### src/hdl/sum_pkg.sv
`default_nettype none

package sum_pkg;

	// top level defaults, the testbench builds its stimulus from these too
	localparam int LANES_DEF    = 16;	// samples per beat
	localparam int SAMPLE_W_DEF = 16;	// unsigned sample width
	localparam int ACC_W_DEF    = 40;	// running total, 20b tree sum + 20b beat count
	localparam int TARGET_W     = 20;	// beat target and beat counter
	localparam int APB_AW       = 5;	// byte address, six word registers
	localparam int APB_DW       = 32;

	typedef struct packed {
		logic              psel;
		logic              penable;
		logic              pwrite;
		logic [APB_AW-1:0] paddr;
		logic [APB_DW-1:0] pwdata;
	} apb_req_t;

	typedef struct packed {
		logic [APB_DW-1:0] prdata;
		logic              pready;	// tied high, no wait states
		logic              pslverr;
	} apb_rsp_t;

	// register map, byte offsets
	typedef enum logic [APB_AW-1:0] {
		REG_CTRL      = 5'h00,	// wo, bit0 start
		REG_TARGET    = 5'h04,	// rw, beats to sum
		REG_STATUS    = 5'h08,	// ro, {overrun, done, busy}
		REG_RESULT_LO = 5'h0C,	// ro
		REG_RESULT_HI = 5'h10,	// ro, upper 8 bits
		REG_BEATS     = 5'h14	// ro
	} reg_addr_e;

	typedef struct packed {
		logic                start;	// one cycle
		logic [TARGET_W-1:0] target;
	} acc_ctrl_t;

	typedef struct packed {
		logic                 busy;
		logic                 done;
		logic                 overrun;
		logic [ACC_W_DEF-1:0] result;
		logic [TARGET_W-1:0]  beats;
	} acc_status_t;

	typedef enum logic [1:0] {
		ACC_IDLE,
		ACC_RUN,
		ACC_DONE
	} acc_state_e;

endpackage

`default_nettype wire

### src/hdl/reduction_stage.sv
`timescale 1ns/1ps
`default_nettype none

// one pipeline level of an adder tree
// every REDUCTION neighbouring input words collapse into one wider output word
module reduction_stage #(
	parameter int IN_WORD_WIDTH  = 16,
	parameter int OUT_WORD_WIDTH = 18,	// should be IN_WORD_WIDTH + clog2(REDUCTION) or more
	parameter int IN_BLOCKS      = 16,
	parameter int REDUCTION      = 4,
	localparam int OUT_BLOCKS    = (IN_BLOCKS + REDUCTION - 1) / REDUCTION	// round up
) (
	input wire                                 clk,
	input wire                                 rst,
	input wire                                 en,	// din qualifier
	input wire [IN_WORD_WIDTH*IN_BLOCKS-1:0]   din,	// word 0 in the low bits
	output logic                               dout_valid,
	output logic [OUT_WORD_WIDTH*OUT_BLOCKS-1:0] dout
);

	logic [OUT_WORD_WIDTH*OUT_BLOCKS-1:0] sum_comb;	// group sums ahead of the register

	always_comb begin
		sum_comb = '0;
		for (int i = 0; i < OUT_BLOCKS; i++) begin
			for (int j = 0; j < REDUCTION; j++) begin
				// a short last group only picks up the words that exist
				if (i*REDUCTION + j < IN_BLOCKS) begin
					sum_comb[i*OUT_WORD_WIDTH +: OUT_WORD_WIDTH] =
						sum_comb[i*OUT_WORD_WIDTH +: OUT_WORD_WIDTH] +
						OUT_WORD_WIDTH'(din[(i*REDUCTION + j)*IN_WORD_WIDTH +: IN_WORD_WIDTH]);
				end
			end
		end
	end

	always_ff @(posedge clk) begin
		if (rst) begin
			dout_valid <= 1'b0;
		end else begin
			dout_valid <= en;	// follows data by exactly one clock
		end
	end

	// payload, qualified by dout_valid downstream
	always_ff @(posedge clk) begin
		dout <= sum_comb;
	end

endmodule

`default_nettype wire

### src/hdl/beat_accumulator.sv
`timescale 1ns/1ps
`default_nettype none

// sums a programmed number of tree results into one wide total
module beat_accumulator import sum_pkg::*; #(
	parameter int SUM_W = 20,	// tree output width
	parameter int ACC_W = ACC_W_DEF	// SUM_W + TARGET_W keeps a full run from wrapping
) (
	input wire              clk,
	input wire              rst,
	input wire              tree_valid,
	input wire [SUM_W-1:0]  tree_sum,
	input wire acc_ctrl_t   ctrl,
	output acc_status_t     status
);

	acc_state_e          state;
	logic [ACC_W-1:0]    acc;	// running total
	logic [TARGET_W-1:0] beats;	// tree results taken this run
	logic [TARGET_W-1:0] beats_nxt;
	logic                overrun;	// sticky until next start

	assign beats_nxt = beats + 1'b1;

	always_ff @(posedge clk) begin
		if (rst) begin
			state   <= ACC_IDLE;
			acc     <= '0;
			beats   <= '0;
			overrun <= 1'b0;
		end else if (ctrl.start) begin
			// start wins over an arriving result, so a restart drops the partial sum
			acc     <= '0;
			beats   <= '0;
			overrun <= 1'b0;
			if (ctrl.target == '0) begin
				state <= ACC_DONE;	// nothing to sum
			end else begin
				state <= ACC_RUN;
			end
		end else if (tree_valid) begin
			case (state)
				ACC_RUN: begin
					acc   <= acc + ACC_W'(tree_sum);
					beats <= beats_nxt;
					if (beats_nxt == ctrl.target) begin
						state <= ACC_DONE;	// last beat lands on this edge
					end
				end
				default: begin
					overrun <= 1'b1;	// no run open, the beat is lost
				end
			endcase
		end
	end

	always_comb begin
		status.busy    = (state == ACC_RUN);
		status.done    = (state == ACC_DONE);
		status.overrun = overrun;
		status.result  = ACC_W_DEF'(acc);
		status.beats   = beats;
	end

	// the count must reach target and stop there, target comes from the register block
	a_beats_below_target: assert property (@(posedge clk) disable iff (rst)
		state == ACC_RUN |-> beats < ctrl.target);

	// start is decoded from one APB access cycle, and a setup phase always separates two
	a_start_pulse: assert property (@(posedge clk) disable iff (rst)
		ctrl.start |=> !ctrl.start);

endmodule

`default_nettype wire

### src/hdl/apb_regs.sv
`timescale 1ns/1ps
`default_nettype none

// zero wait state APB slave for control and readback
module apb_regs import sum_pkg::*; (
	input wire                clk,
	input wire                rst,
	input wire apb_req_t      apb_req,
	output apb_rsp_t          apb_rsp,
	output acc_ctrl_t         ctrl,
	input wire acc_status_t   status
);

	reg_addr_e           addr;
	logic                access;	// second phase of a transfer
	logic                mapped;
	logic                writable;
	logic                err;
	logic                wr_en;
	logic [TARGET_W-1:0] target;
	logic [APB_DW-1:0]   rdata;

	assign addr   = reg_addr_e'(apb_req.paddr);	// unaligned offsets fall to default below
	assign access = apb_req.psel & apb_req.penable;

	// address decode and read mux
	always_comb begin
		mapped   = 1'b1;
		writable = 1'b0;
		rdata    = '0;
		case (addr)
			REG_CTRL: begin
				writable = 1'b1;	// reads back zero
			end
			REG_TARGET: begin
				writable = 1'b1;
				rdata    = APB_DW'(target);
			end
			REG_STATUS: begin
				rdata = APB_DW'({status.overrun, status.done, status.busy});
			end
			REG_RESULT_LO: begin
				rdata = status.result[APB_DW-1:0];
			end
			REG_RESULT_HI: begin
				rdata = APB_DW'(status.result >> APB_DW);	// top 8 bits
			end
			REG_BEATS: begin
				rdata = APB_DW'(status.beats);
			end
			default: begin
				mapped = 1'b0;
			end
		endcase
	end

	// error on unmapped offsets and on writes to read only registers
	assign err   = access & (~mapped | (apb_req.pwrite & ~writable));
	assign wr_en = access & apb_req.pwrite & ~err;

	always_ff @(posedge clk) begin
		if (rst) begin
			target <= '0;
		end else if (wr_en && addr == REG_TARGET) begin
			target <= apb_req.pwdata[TARGET_W-1:0];	// upper bits ignored
		end
	end

	// start leaves in the access cycle so the run opens on the same edge as the write
	assign ctrl.start  = wr_en & (addr == REG_CTRL) & apb_req.pwdata[0];
	assign ctrl.target = target;

	always_comb begin
		apb_rsp.pready  = 1'b1;
		apb_rsp.pslverr = err;
		if (access && !apb_req.pwrite && !err) begin
			apb_rsp.prdata = rdata;
		end else begin
			apb_rsp.prdata = '0;
		end
	end

	a_penable_needs_psel: assert property (@(posedge clk) disable iff (rst)
		apb_req.penable |-> apb_req.psel);

endmodule

`default_nettype wire

### src/hdl/sum_engine_top.sv
`timescale 1ns/1ps
`default_nettype none

// streaming sum engine
// two stage adder tree, beat accumulator and APB register block
module sum_engine_top import sum_pkg::*; #(
	parameter int LANES    = LANES_DEF,
	parameter int SAMPLE_W = SAMPLE_W_DEF,
	parameter int ACC_W    = ACC_W_DEF
) (
	input wire                        clk,
	input wire                        rst,
	input wire                        sample_valid,	// no ready, taken every valid clock
	input wire [LANES*SAMPLE_W-1:0]   sample_data,	// lane 0 in the low bits
	input wire apb_req_t              apb_req,
	output apb_rsp_t                  apb_rsp,
	output logic                      irq	// level, follows done
);

	// tree shape, widths grow by clog2 of each fan in
	localparam int S1_RED    = 4;
	localparam int S1_OUT_W  = SAMPLE_W + $clog2(S1_RED);
	localparam int S1_BLOCKS = (LANES + S1_RED - 1) / S1_RED;
	localparam int S2_RED    = S1_BLOCKS;	// second level folds everything left
	localparam int SUM_W     = S1_OUT_W + $clog2(S2_RED);

	logic                          s1_valid;
	logic [S1_OUT_W*S1_BLOCKS-1:0] s1_data;
	logic                          tree_valid;
	logic [SUM_W-1:0]              tree_sum;
	acc_ctrl_t                     acc_ctrl;
	acc_status_t                   acc_status;

	reduction_stage #(
		.IN_WORD_WIDTH (SAMPLE_W),
		.OUT_WORD_WIDTH(S1_OUT_W),
		.IN_BLOCKS     (LANES),
		.REDUCTION     (S1_RED)
	) u_stage1 (
		.clk       (clk),
		.rst       (rst),
		.en        (sample_valid),
		.din       (sample_data),
		.dout_valid(s1_valid),
		.dout      (s1_data)
	);

	reduction_stage #(
		.IN_WORD_WIDTH (S1_OUT_W),
		.OUT_WORD_WIDTH(SUM_W),
		.IN_BLOCKS     (S1_BLOCKS),
		.REDUCTION     (S2_RED)
	) u_stage2 (
		.clk       (clk),
		.rst       (rst),
		.en        (s1_valid),
		.din       (s1_data),
		.dout_valid(tree_valid),	// two clocks behind the sample beat
		.dout      (tree_sum)
	);

	beat_accumulator #(
		.SUM_W(SUM_W),
		.ACC_W(ACC_W)
	) u_acc (
		.clk       (clk),
		.rst       (rst),
		.tree_valid(tree_valid),
		.tree_sum  (tree_sum),
		.ctrl      (acc_ctrl),
		.status    (acc_status)
	);

	apb_regs u_regs (
		.clk    (clk),
		.rst    (rst),
		.apb_req(apb_req),
		.apb_rsp(apb_rsp),
		.ctrl   (acc_ctrl),
		.status (acc_status)
	);

	assign irq = acc_status.done;

endmodule

`default_nettype wire

### config.mk
export PLATFORM = sky130hd
export DESIGN_NAME = sum_engine_top
export DESIGN_NICKNAME = d
export VERILOG_FILES = /design/src/hdl/sum_pkg.sv /design/src/hdl/reduction_stage.sv /design/src/hdl/beat_accumulator.sv /design/src/hdl/apb_regs.sv /design/src/hdl/sum_engine_top.sv
export SDC_FILE = /design/constraint.sdc
export NUM_CORES = 1
export LEC_CHECK = 0
export BUFFER_PORTS_ARGS = -buffer_cell sky130_fd_sc_hd__buf_2
export CORE_UTILIZATION = 29
export CTS_CLUSTER_SIZE = 30
export DETAILED_ROUTE_END_ITERATION = 8
export PLACE_DENSITY = 0.59
export SLEW_MARGIN = 20
export SYNTH_ARGS = -nofsm -noshare
export SYNTH_HDL_FRONTEND = slang
export SYNTH_SLANG_ARGS = --single-unit
### constraint.sdc
create_clock -name clk -period 9.07 [get_ports clk]
set_clock_uncertainty 0.05 [all_clocks]
set_input_delay 1.3605 -clock clk [delete_from_list [all_inputs] [get_ports clk]]
set_output_delay 1.3605 -clock clk [all_outputs]
set_load 0.02 [all_outputs]
* Word level (Yosys, flattened, before mapping)
Cells that the tools add are included.
** Storage, ports and cells
- Bits in registers :: 177
- Bits of input ports :: 299
** Cells by class
- Add/subtract/negate cells :: 17
- Equality and inequality tests :: 8
- Muxes and demuxes :: 9
- Bitwise logic cells :: 12
- Reduce and logical (&&, ||, !) cells :: 16
** Operators by type and width (number)
- $pmux W32 S5 :: 1
- $add A18 B16 Y18 :: 8
- $add A16 B16 Y17 :: 4
- $add A20 B18 Y20 :: 2
- $add A40 B20 Y40 :: 1
- $mux W32 :: 1
- $add A20 B1 Y20 const B :: 1
- $eq A20 B20 Y1 :: 1
- $logic_not A20 Y1 :: 1
- $add A18 B18 Y19 :: 1
- $eq A5 B4 Y1 const B :: 2
- $eq A5 B5 Y1 const B :: 2
- $mux W2 :: 5
- $and A1 B1 Y1 :: 7
- $reduce_bool A2 Y1 :: 3
- $reduce_or A6 Y1 :: 1
- $eq A5 B3 Y1 const B :: 1
- $logic_not A5 Y1 :: 1
- $not A1 Y1 :: 4
- $reduce_and A2 Y1 :: 2
- $reduce_or A2 Y1 :: 2
- $logic_and A1 B1 Y1 :: 3
- $reduce_and A3 Y1 :: 1
- $eq A2 B1 Y1 const B :: 1
- other kinds (4) :: 6

* Depth between registers and ports, before layout
Gate-level depths: netlist of run 1.
- Word-level depth :: 13
- Mapped depth :: 22
- Gate-level depth less buffers :: 22

* Hierarchy
From an unflattened synthesis of run 1, not the netlist that was laid out.
** Unflattened totals
- Cell total of the unflattened synthesis :: 1951
- Area, all modules :: 16143.0 sq um
** Modules (own cells, without submodules)
- reduction_stage at u_stage1 :: instances 1, cells an instance 912, area an instance 8011.4 sq um
- beat_accumulator :: instances 1, cells an instance 525, area an instance 4127.7 sq um
- reduction_stage at u_stage2 :: instances 1, cells an instance 288, area an instance 2456.1 sq um
- apb_regs :: instances 1, cells an instance 226, area an instance 1547.7 sq um

* Worst setup path before layout of run 1
OpenSTA, ideal clock, no wires.
- Path kind :: input port to flip-flop
- From :: in sample_data[64]
- To :: reg u_stage1.dout[33]
- Setup time :: 0.118 ns
- Arrival time :: 4.913 ns
- Data required time :: 8.902 ns
- Path slack :: 3.989 ns
- Stages :: 22
- Path buffers :: 0
- Cell sequence :: ha_1 inv_1 fa_1 nor2b_1 o31a_1 nor2_1 o21ai_0 a41oi_1 a21oi_1 a31oi_1 xor2_1 fa_1 inv_1 ha_1 inv_1 nor2_1 nor2_1 inv_1 or3_1 nor3_1 nor2_1 xnor2_1
** Between the ends
- Longest elaborated chain between the ends :: 3
** Ends and longest elaborated chain
- from (decl) :: line sum_engine_top.sv:14 : input wire [LANES*SAMPLE_W-1:0] sample_data,
- $add A16 B16 Y17 :: line reduction_stage.sv:30 : sum_comb[i*OUT_WORD_WIDTH +: OUT_WORD_WIDTH] +
- $add A18 B16 Y18 (2 in a row) :: line reduction_stage.sv:30
- net u_stage1.sum_comb[33] :: line reduction_stage.sv:21 : logic [OUT_WORD_WIDTH*OUT_BLOCKS-1:0] sum_comb;
- to (signal assigned) :: line reduction_stage.sv:47 : dout <= sum_comb;
- to (decl) :: line reduction_stage.sv:18 : output logic [OUT_WORD_WIDTH*OUT_BLOCKS-1:0] dout
The timed path passes the listed nets, and every way through them passes these cells.
A chain may end at the register's enable or synchronous reset.

* Worst setup path in the final report of run 1
- From :: in sample_data[65]
- To :: reg u_stage1.dout[33]
The elaborated chain is that of the path after synthesis.

==> impl_metrics.yaml, run 1 <==
sta:
  hold_ws_ns: 0.3871
  fmax_mhz: 187.8
  drv_slew: 0
  setup_tns_ns: 0
  rsz0062_at_grt: "false"
  worst_slew_pin_slew_ns: 0.9830
  fin_crit_sh_pct: 58.72
  finalSetupViolations: 0
  fin_crit_ns: 5.326
  relSlewSlack_pct: 33.54
  hold_viol: 0
yosys:
  ys_seq_area_share_pct: 20.50
  synth-edff-count: 0
  syn_area_um2: 17280
  ys_ff_latch: 177
  syn-mean-instance-area_um2: 8.020
  synth_ff_type: "dfxtp_1"
  netlist-cell-type-count: 79
  syn-num-nets: 2732
  yosys_warnings: 0
  postSynthCellCount: 2155
  ys_async_sr_fraction_pct: 0
pwr:
  power_leakage_uw: 0.01004
  powerDensity_nw_per_um2: 337.1
  peakVddDrop_uv: 310.9
clock_tree:
  ctsHoldBuffers: 0
  cts_buffers: 17
  cts_resized: 0
  cts_setup_buffers: 0
  cts_tree: "done"
  cts.root.buffer_cell: "clkbuf_16"
  htreeDepth: 4
  clock_sinks: 177
  clockBufferDepth: 2
  clk_pin_slew_ns: 0.07
  clk_latency_ns: 0.45
floorplanning:
  die_h_um: 246.1
  die_width_um: 246.1
  core_area_um2: 58910
  io_pins: 334
  die_area_um2: 60580
  initial_core_util_pct: 29.34
  std_cell_rows: 89
global_route:
  grt_pass1_vias: 14259
  grt_pass1_wl_um: 69940
  grt_overflow: 0
  antenna_found_initial: 4
  grt_max_degree: 64
  grtUsageTotal_pct: 14.42
worst_setup_path:
  worstSetupPathType: "input port to flop"
  required_ns: 9.36
  reg2reg_from: "u_stage1.dout[0]"
  end_kind: "flop"
  cp_max_fo: 6
  startpoint: "sample_data[65]"
  worstSetupStartpointType: "input port"
  critPathArrivalTime_ns: 5.62
  reg2regPathDepth: 18
route:
  ant_nets: 0
  drt_iter0_markers: 801
  dr.pass1.iters: 5
  drc: 0
  wl_per_cell_um: 13.46
  via_per_inst: 4.625
  vias: 14990
  wl_um: 43620
finish:
  final_area_um2: 20310
  fill_cells: 6243
  area.growth.synth_to_final_pct: 17.51
  layout.nets: 3029
  layout-drive-gt1-share_pct: 16.75
hold_path:
  hold_path.class: "flop to flop"
  hold_depth: 1
  hold_start: "u_stage1.dout_valid"
placement:
  place_area_um2: 19690
  portBuffers: 320
  gp_congestion: 0.8739
  dpl.hpwl_um: 36400
flow_run:
  cap_violations: 0
outcome:
  status: "complete, no violations"
## final cells by class
class                   count  area, um^2  area share [%]
repair buffers            326        1647           8.108
multi-input cells        1565       12170           59.92
clock buffers              19       442.9           2.181
clock inverters            13       162.7          0.8009
inverters                 365        1370           6.746
flip-flops and latches    177        3543           17.45
well taps                 773       967.2           4.762
diodes                      3       7.507         0.03697
## cells by family after synthesis
group	Yosys count	synth area share, %
mux	30	1.897
buf+inv	413	9.209
other cells	1	0.02170
xor+xnor	200	10.14
flops	177	20.50
compound gates	432	16.23
simple gates	624	17.84
fa+ha+maj	278	24.17
## worst paths after layout
path / endpoint / slack, ns
hold / removal: u_stage2.dout_valid / 0.39
setup / recovery: u_stage1.dout[33] / 3.74
hold reg to reg: u_stage2.dout_valid / 0.39
setup reg to reg: u_stage2.dout[18] / 4.55
## power by group
group	switching [uW]	total (uW)	internal [uW]
Combinational	2690	4910	2210
Sequential	94.3	1170	1080
Clock	341	765	424
## metal layers
metal  share of wire (%)  track usage [%]  vias to the layer above
met4                 1.2            3.124                        0
li1                    -                -                     7837
met3                 4.1            2.571                       30
met1                  46            18.06                     6836
met2                  49            25.49                      287
met5                   0                0                        -
## worst max-delay path: stages
cell and delay (ns):
buf_2 0.11, ha_1 0.30, a211oi_1 0.33, o21ai_0 0.19, nand2_1 0.10, o21ai_0 0.13, o41ai_1 0.58, o21bai_1 0.14
a21oi_1 0.22, xor2_1 0.10, fa_1 0.48, inv_1 0.04, ha_1 0.36, a21oi_1 0.17, nor2_1 0.05, nor2_1 0.09
inv_1 0.06, or3_1 0.30, nor3_1 0.28, nor2_1 0.10, xnor2_1 0.13
## cell usage in the layout, fill, tap and decap left out, types with 21 or more instances in the layout
cell type,synthesis,final
and3_1,40,40
nand4_1,21,21
xor2_1,78,78
nor2b_1,28,28
a21oi_1,143,143
nand3_1,53,53
ha_1,185,185
nor3_1,54,53
nor2_1,151,150
a31oi_1,23,23
dfxtp_1,177,177
buf_2,8,320
a21o_1,39,39
xnor2_1,122,122
nand2_1,166,166
inv_1,365,365
a22oi_1,21,21
o21ai_0,72,72
fa_1,93,93
mux2_2,22,22
## registers in the layout, indices dropped and copies added, names as in the netlist
signal / count
u_acc.beats: 20
u_stage1.dout: 72
u_acc.overrun: 1
u_acc.acc: 40
u_regs.target: 20
u_acc.state: 2
u_stage2.dout: 20
u_stage2.dout_valid: 1
u_stage1.dout_valid: 1
## through the flow
stage | cells | setup WS, ns | power (uW) | utilization, %
finish | 3241 | 3.744 | 6846 | 34.47
CTS | 3238 | 3.582 | 6973 | 34.46
global placement | 3206 | 3.358 | 6109 | 33.43
detailed placement | 3206 | 3.391 | 6165 | 33.43
global route | 3241 | 3.397 | 7627 | 34.47
floorplan | 2155 | 3.989 | 5069 | -
## synth_stat cells (4+ instances only)
cell / instances / area, um^2
inv_1: 365 / 1370
ha_1: 185 / 2315
dfxtp_1: 177 / 3543
nand2_1: 166 / 623.1
nor2_1: 151 / 566.8
a21oi_1: 143 / 715.7
xnor2_1: 122 / 1069
fa_1: 93 / 1862
xor2_1: 78 / 683.2
o21ai_0: 72 / 360.4
nor3_1: 54 / 270.3
nand3_1: 53 / 265.3
and3_1: 40 / 250.2
a21o_1: 39 / 292.8
clkbuf_1: 29 / 108.9
nor2b_1: 28 / 175.2
a31oi_1: 23 / 143.9
mux2_2: 22 / 247.7
a22oi_1: 21 / 157.7
nand4_1: 21 / 131.4
o21a_1: 18 / 135.1
or3_1: 18 / 112.6
nand2b_1: 17 / 106.4
a211oi_1: 15 / 112.6
nor4_1: 15 / 93.84
o21bai_1: 14 / 105.1
and2_1: 12 / 75.07
o211ai_1: 11 / 82.58
o31ai_1: 11 / 82.58
buf_2: 8 / 40.04
buf_4: 8 / 60.06
mux2i_1: 8 / 80.08
a211o_1: 7 / 61.31
and4_1: 7 / 61.31
nand3b_1: 7 / 52.55
o31a_1: 7 / 61.31
or2_2: 7 / 43.79
nand4b_1: 5 / 43.79
nor4b_1: 5 / 43.79
a21boi_0: 4 / 30.03
a31o_2: 4 / 35.03
o2111ai_1: 4 / 35.03
(Power assumes the default switching activity.)
==> inputs of run 2 (changes only) <==
Settings changed: ABC_AREA from default to 1.
Clock period 9.07 ns to 5.1 ns, I/O delays scaled along.
==> impl_metrics.yaml, run 2 <==
outcome:
  status: "complete, no violations"
yosys:
  synth.area.top_cells: "dfxtp_1 20%, ha_1 13%, inv_1 12%"
  syn_area_um2: 17630
  ys_async_sr_fraction_pct: 0
  ys_ff_latch: 177
  yosys.area.top_type: "dfxtp_1"
  syn-mean-instance-area_um2: 6.971
  yosys_warnings: 0
  netlist-cell-type-count: 52
  syn-num-nets: 3106
  ys_seq_area_share_pct: 20.10
  ys_top_cells_by_count: "550 x inv_1, 464 x nand2_1, 249 x a21oi_1, 185 x ha_1, 177 x dfxtp_1"
  synth-edff-count: 0
  netlist.area_leader.share_pct: 20.10
  yosys.cell_count.top_type: "inv_1"
  postSynthCellCount: 2529
  synth_ff_type: "dfxtp_1"
worst_setup_path:
  worstSetupPathType: "input port to flop"
  cp_max_fo: 4
  critPathCapture: "u_stage1.dout[15]"
  reg2reg_from: "u_stage1.dout[2]"
  r2r_end: "u_stage2.dout[18]"
  critPathArrivalTime_ns: 4.35
  startpoint: "sample_data[0]"
  reg2reg_slack_ns: 1.11
  worstSetupStartpointType: "input port"
  end_kind: "flop"
  reg2regPathDepth: 16
  required_ns: 5.44
clock_tree:
  cts_resized: 0
  cts_setup_buffers: 0
  cts.root.buffer_cell: "clkbuf_16"
  ctsHoldBuffers: 0
  clk_latency_ns: 0.46
  htreeDepth: 4
  clk_pin_slew_ns: 0.07
  cts_tree: "done"
  clockBufferDepth: 2
  cts_buffers: 17
  clock_sinks: 177
route:
  drt_iter0_markers: 869
  wl_um: 47750
  via_per_inst: 4.547
  dr.pass1.iters: 5
  ant_nets: 0
  drc: 0
  wl_per_cell_um: 13.12
  vias: 16545
pwr:
  p_int_uw: 6183
  powerDensity_nw_per_um2: 598.4
  p_seq_share_pct: 17.0
  power_uw: 12380
  clkPwrFrac_pct: 10.5
  switching_share_pct: 50.07
  peakVddDrop_uv: 686.3
  share_comb_of_total_power_pct: 72.4
  power.switching_uw: 6199
  power_leakage_uw: 0.01074
sta:
  worst_slack_ns: 1.092
  fin_crit_sh_pct: 78.59
  finalSetupViolations: 0
  fin_crit_ns: 4.008
  fmax_mhz: 249.5
  relSlewSlack_pct: 47.57
  setup_tns_ns: 0
  hold_viol: 0
  worst_slew_pin_slew_ns: 0.7793
  drv_slew: 0
  rsz0062_at_grt: "false"
finish:
  reg_top3: "u_stage1.dout x72, u_acc.acc x40"
  antenna_cells: 0
  layout_common_cells: "549 x inv_1, 463 x nand2_1, 320 x buf_2"
  area.growth.synth_to_final_pct: 17.35
  largest_reg_flops: 72
  final_common_cell: "inv_1"
  layout-drive-gt1-share_pct: 13.72
  top_register: "u_stage1.dout"
  fill_cells: 6625
  seqCellArea_um2: 3543
  instances_no_fill: 3639
  layout.nets: 3422
  multi_input_area_um2: 11820
floorplanning:
  std_cell_rows: 90
  die_h_um: 248.6
  core_area_um2: 60250
  die_width_um: 248.6
  die_area_um2: 61780
  initial_core_util_pct: 29.26
  io_pins: 334
global_route:
  grt_overflow: 0
  antenna_found_initial: 0
  grt_max_degree: 41
  grt_pass1_wl_um: 78300
  grt_pass1_vias: 16004
  grtUsageTotal_pct: 15.53
placement:
  placed_cells: 3608
  gp_congestion: 0.9201
  portBuffers: 320
  post-place-ws_ns: 0.5845
  dpl.hpwl_um: 40770
hold_path:
  hold_path.class: "flop to flop"
flow_run:
  cap_violations: 0
==> run 2: changes by cell type after synthesis, moves of 18 or more <==
| cell | previous run | this run |
|---|---|---|
| a22oi_1 | 21 | 1 |
| or3_1 | 18 | 0 |
| nand3_1 | 53 | 106 |
| mux2_2 | 22 | 0 |
| nor3_1 | 54 | 33 |
| nor2b_1 | 28 | 0 |
| inv_1 | 365 | 550 |
| a21oi_1 | 143 | 249 |
| and3_1 | 40 | 0 |
| a21o_1 | 39 | 9 |
| xnor2_1 | 122 | 58 |
| nand2_1 | 166 | 464 |
| o21ai_0 | 72 | 139 |
==> run 2: critical path, cell delays in order <==
cell and delay, ns:
buf_2 0.09, ha_1 0.13, inv_1 0.06, fa_1 0.41, nor3_1 0.22, nor2_1 0.11, o21ai_0 0.28, a31oi_1 0.18
o21ai_0 0.22, xor2_1 0.21, fa_1 0.44, ha_1 0.38, nand2_1 0.10, nor2_1 0.12, nand4_1 0.11, o2111ai_1 0.16
nand3_1 0.11, nand2_1 0.11, xor2_1 0.14
==> run 2: routing by layer <==
| metal | track usage, % | vias up | routed length, um |
|---|---|---|---|
| li1 | - | 8733 | - |
| met1 | 19.72 | 7376 | 21710 |
| met2 | 27.42 | 400 | 23070 |
| met3 | 2.334 | 36 | 2405 |
| met4 | 3.709 | 0 | 560 |
| met5 | 0 | - | 0 |
==> run 2: per-stage QoR <==
stage          hold WS [ns]  util, %  instance area (um^2)
3_5_place_dp         0.3527    33.38                 20110
3_3_place_gp         0.3509    33.38                 20110
5_1_grt              0.3858    34.34                 20690
6_report             0.3577    34.34                 20690
2_1_floorplan        0.3383        -                 17630
4_1_cts              0.3634    34.34                 20690
==> run 2: power groups by stage <==
stage / Combinational (uW) / Sequential, uW / Clock, uW
floorplan: 6960 / 2040 / 0
global placement: 8930 / 2140 / 0
detailed placement: 9000 / 2140 / 0
CTS: 9080 / 2120 / 1340
global route: 10400 / 2140 / 1400
finish: 8970 / 2110 / 1300
==> run 2: layout make-up <==
type / count / area share (%)
Multi-Input combinational cell: 1762 / 57.14
Sequential cell: 177 / 17.13
Inverter: 557 / 10.11
Timing Repair Buffer: 330 / 8.104
Tap cell: 782 / 4.729
Clock buffer: 18 / 2.123
Clock inverter: 13 / 0.6713
==> run 2: worst min path at each step <==
stage / startpoint / to / slack, ns / cells after the start
2_1_floorplan: u_stage1.dout_valid / u_stage2.dout_valid / 0.34 / 2
3_3_place_gp: u_stage1.dout_valid / u_stage2.dout_valid / 0.35 / 2
3_5_place_dp: u_stage1.dout_valid / u_stage2.dout_valid / 0.35 / 2
4_1_cts: u_stage1.dout_valid / u_stage2.dout_valid / 0.36 / 2
5_1_grt: u_stage1.dout_valid / u_stage2.dout_valid / 0.39 / 2
6_report: u_stage1.dout_valid / u_stage2.dout_valid / 0.36 / 2
==> run 2: logic make-up (layout without fill, tap and decap cells) <==
| kind of cell | Yosys count | in the layout | synth area share, % |
|---|---|---|---|
| AO/OA/AOI/OAI | 508 | 508 | 16.02 |
| XOR/XNOR | 151 | 151 | 7.586 |
| other | 1 | 1 | 0.02127 |
| adder cells (fa/ha/maj) | 278 | 278 | 23.69 |
| buffers and inverters | 590 | 918 | 12.86 |
| AND/OR/NAND/NOR | 824 | 824 | 19.73 |
| flip-flops | 177 | 177 | 20.10 |
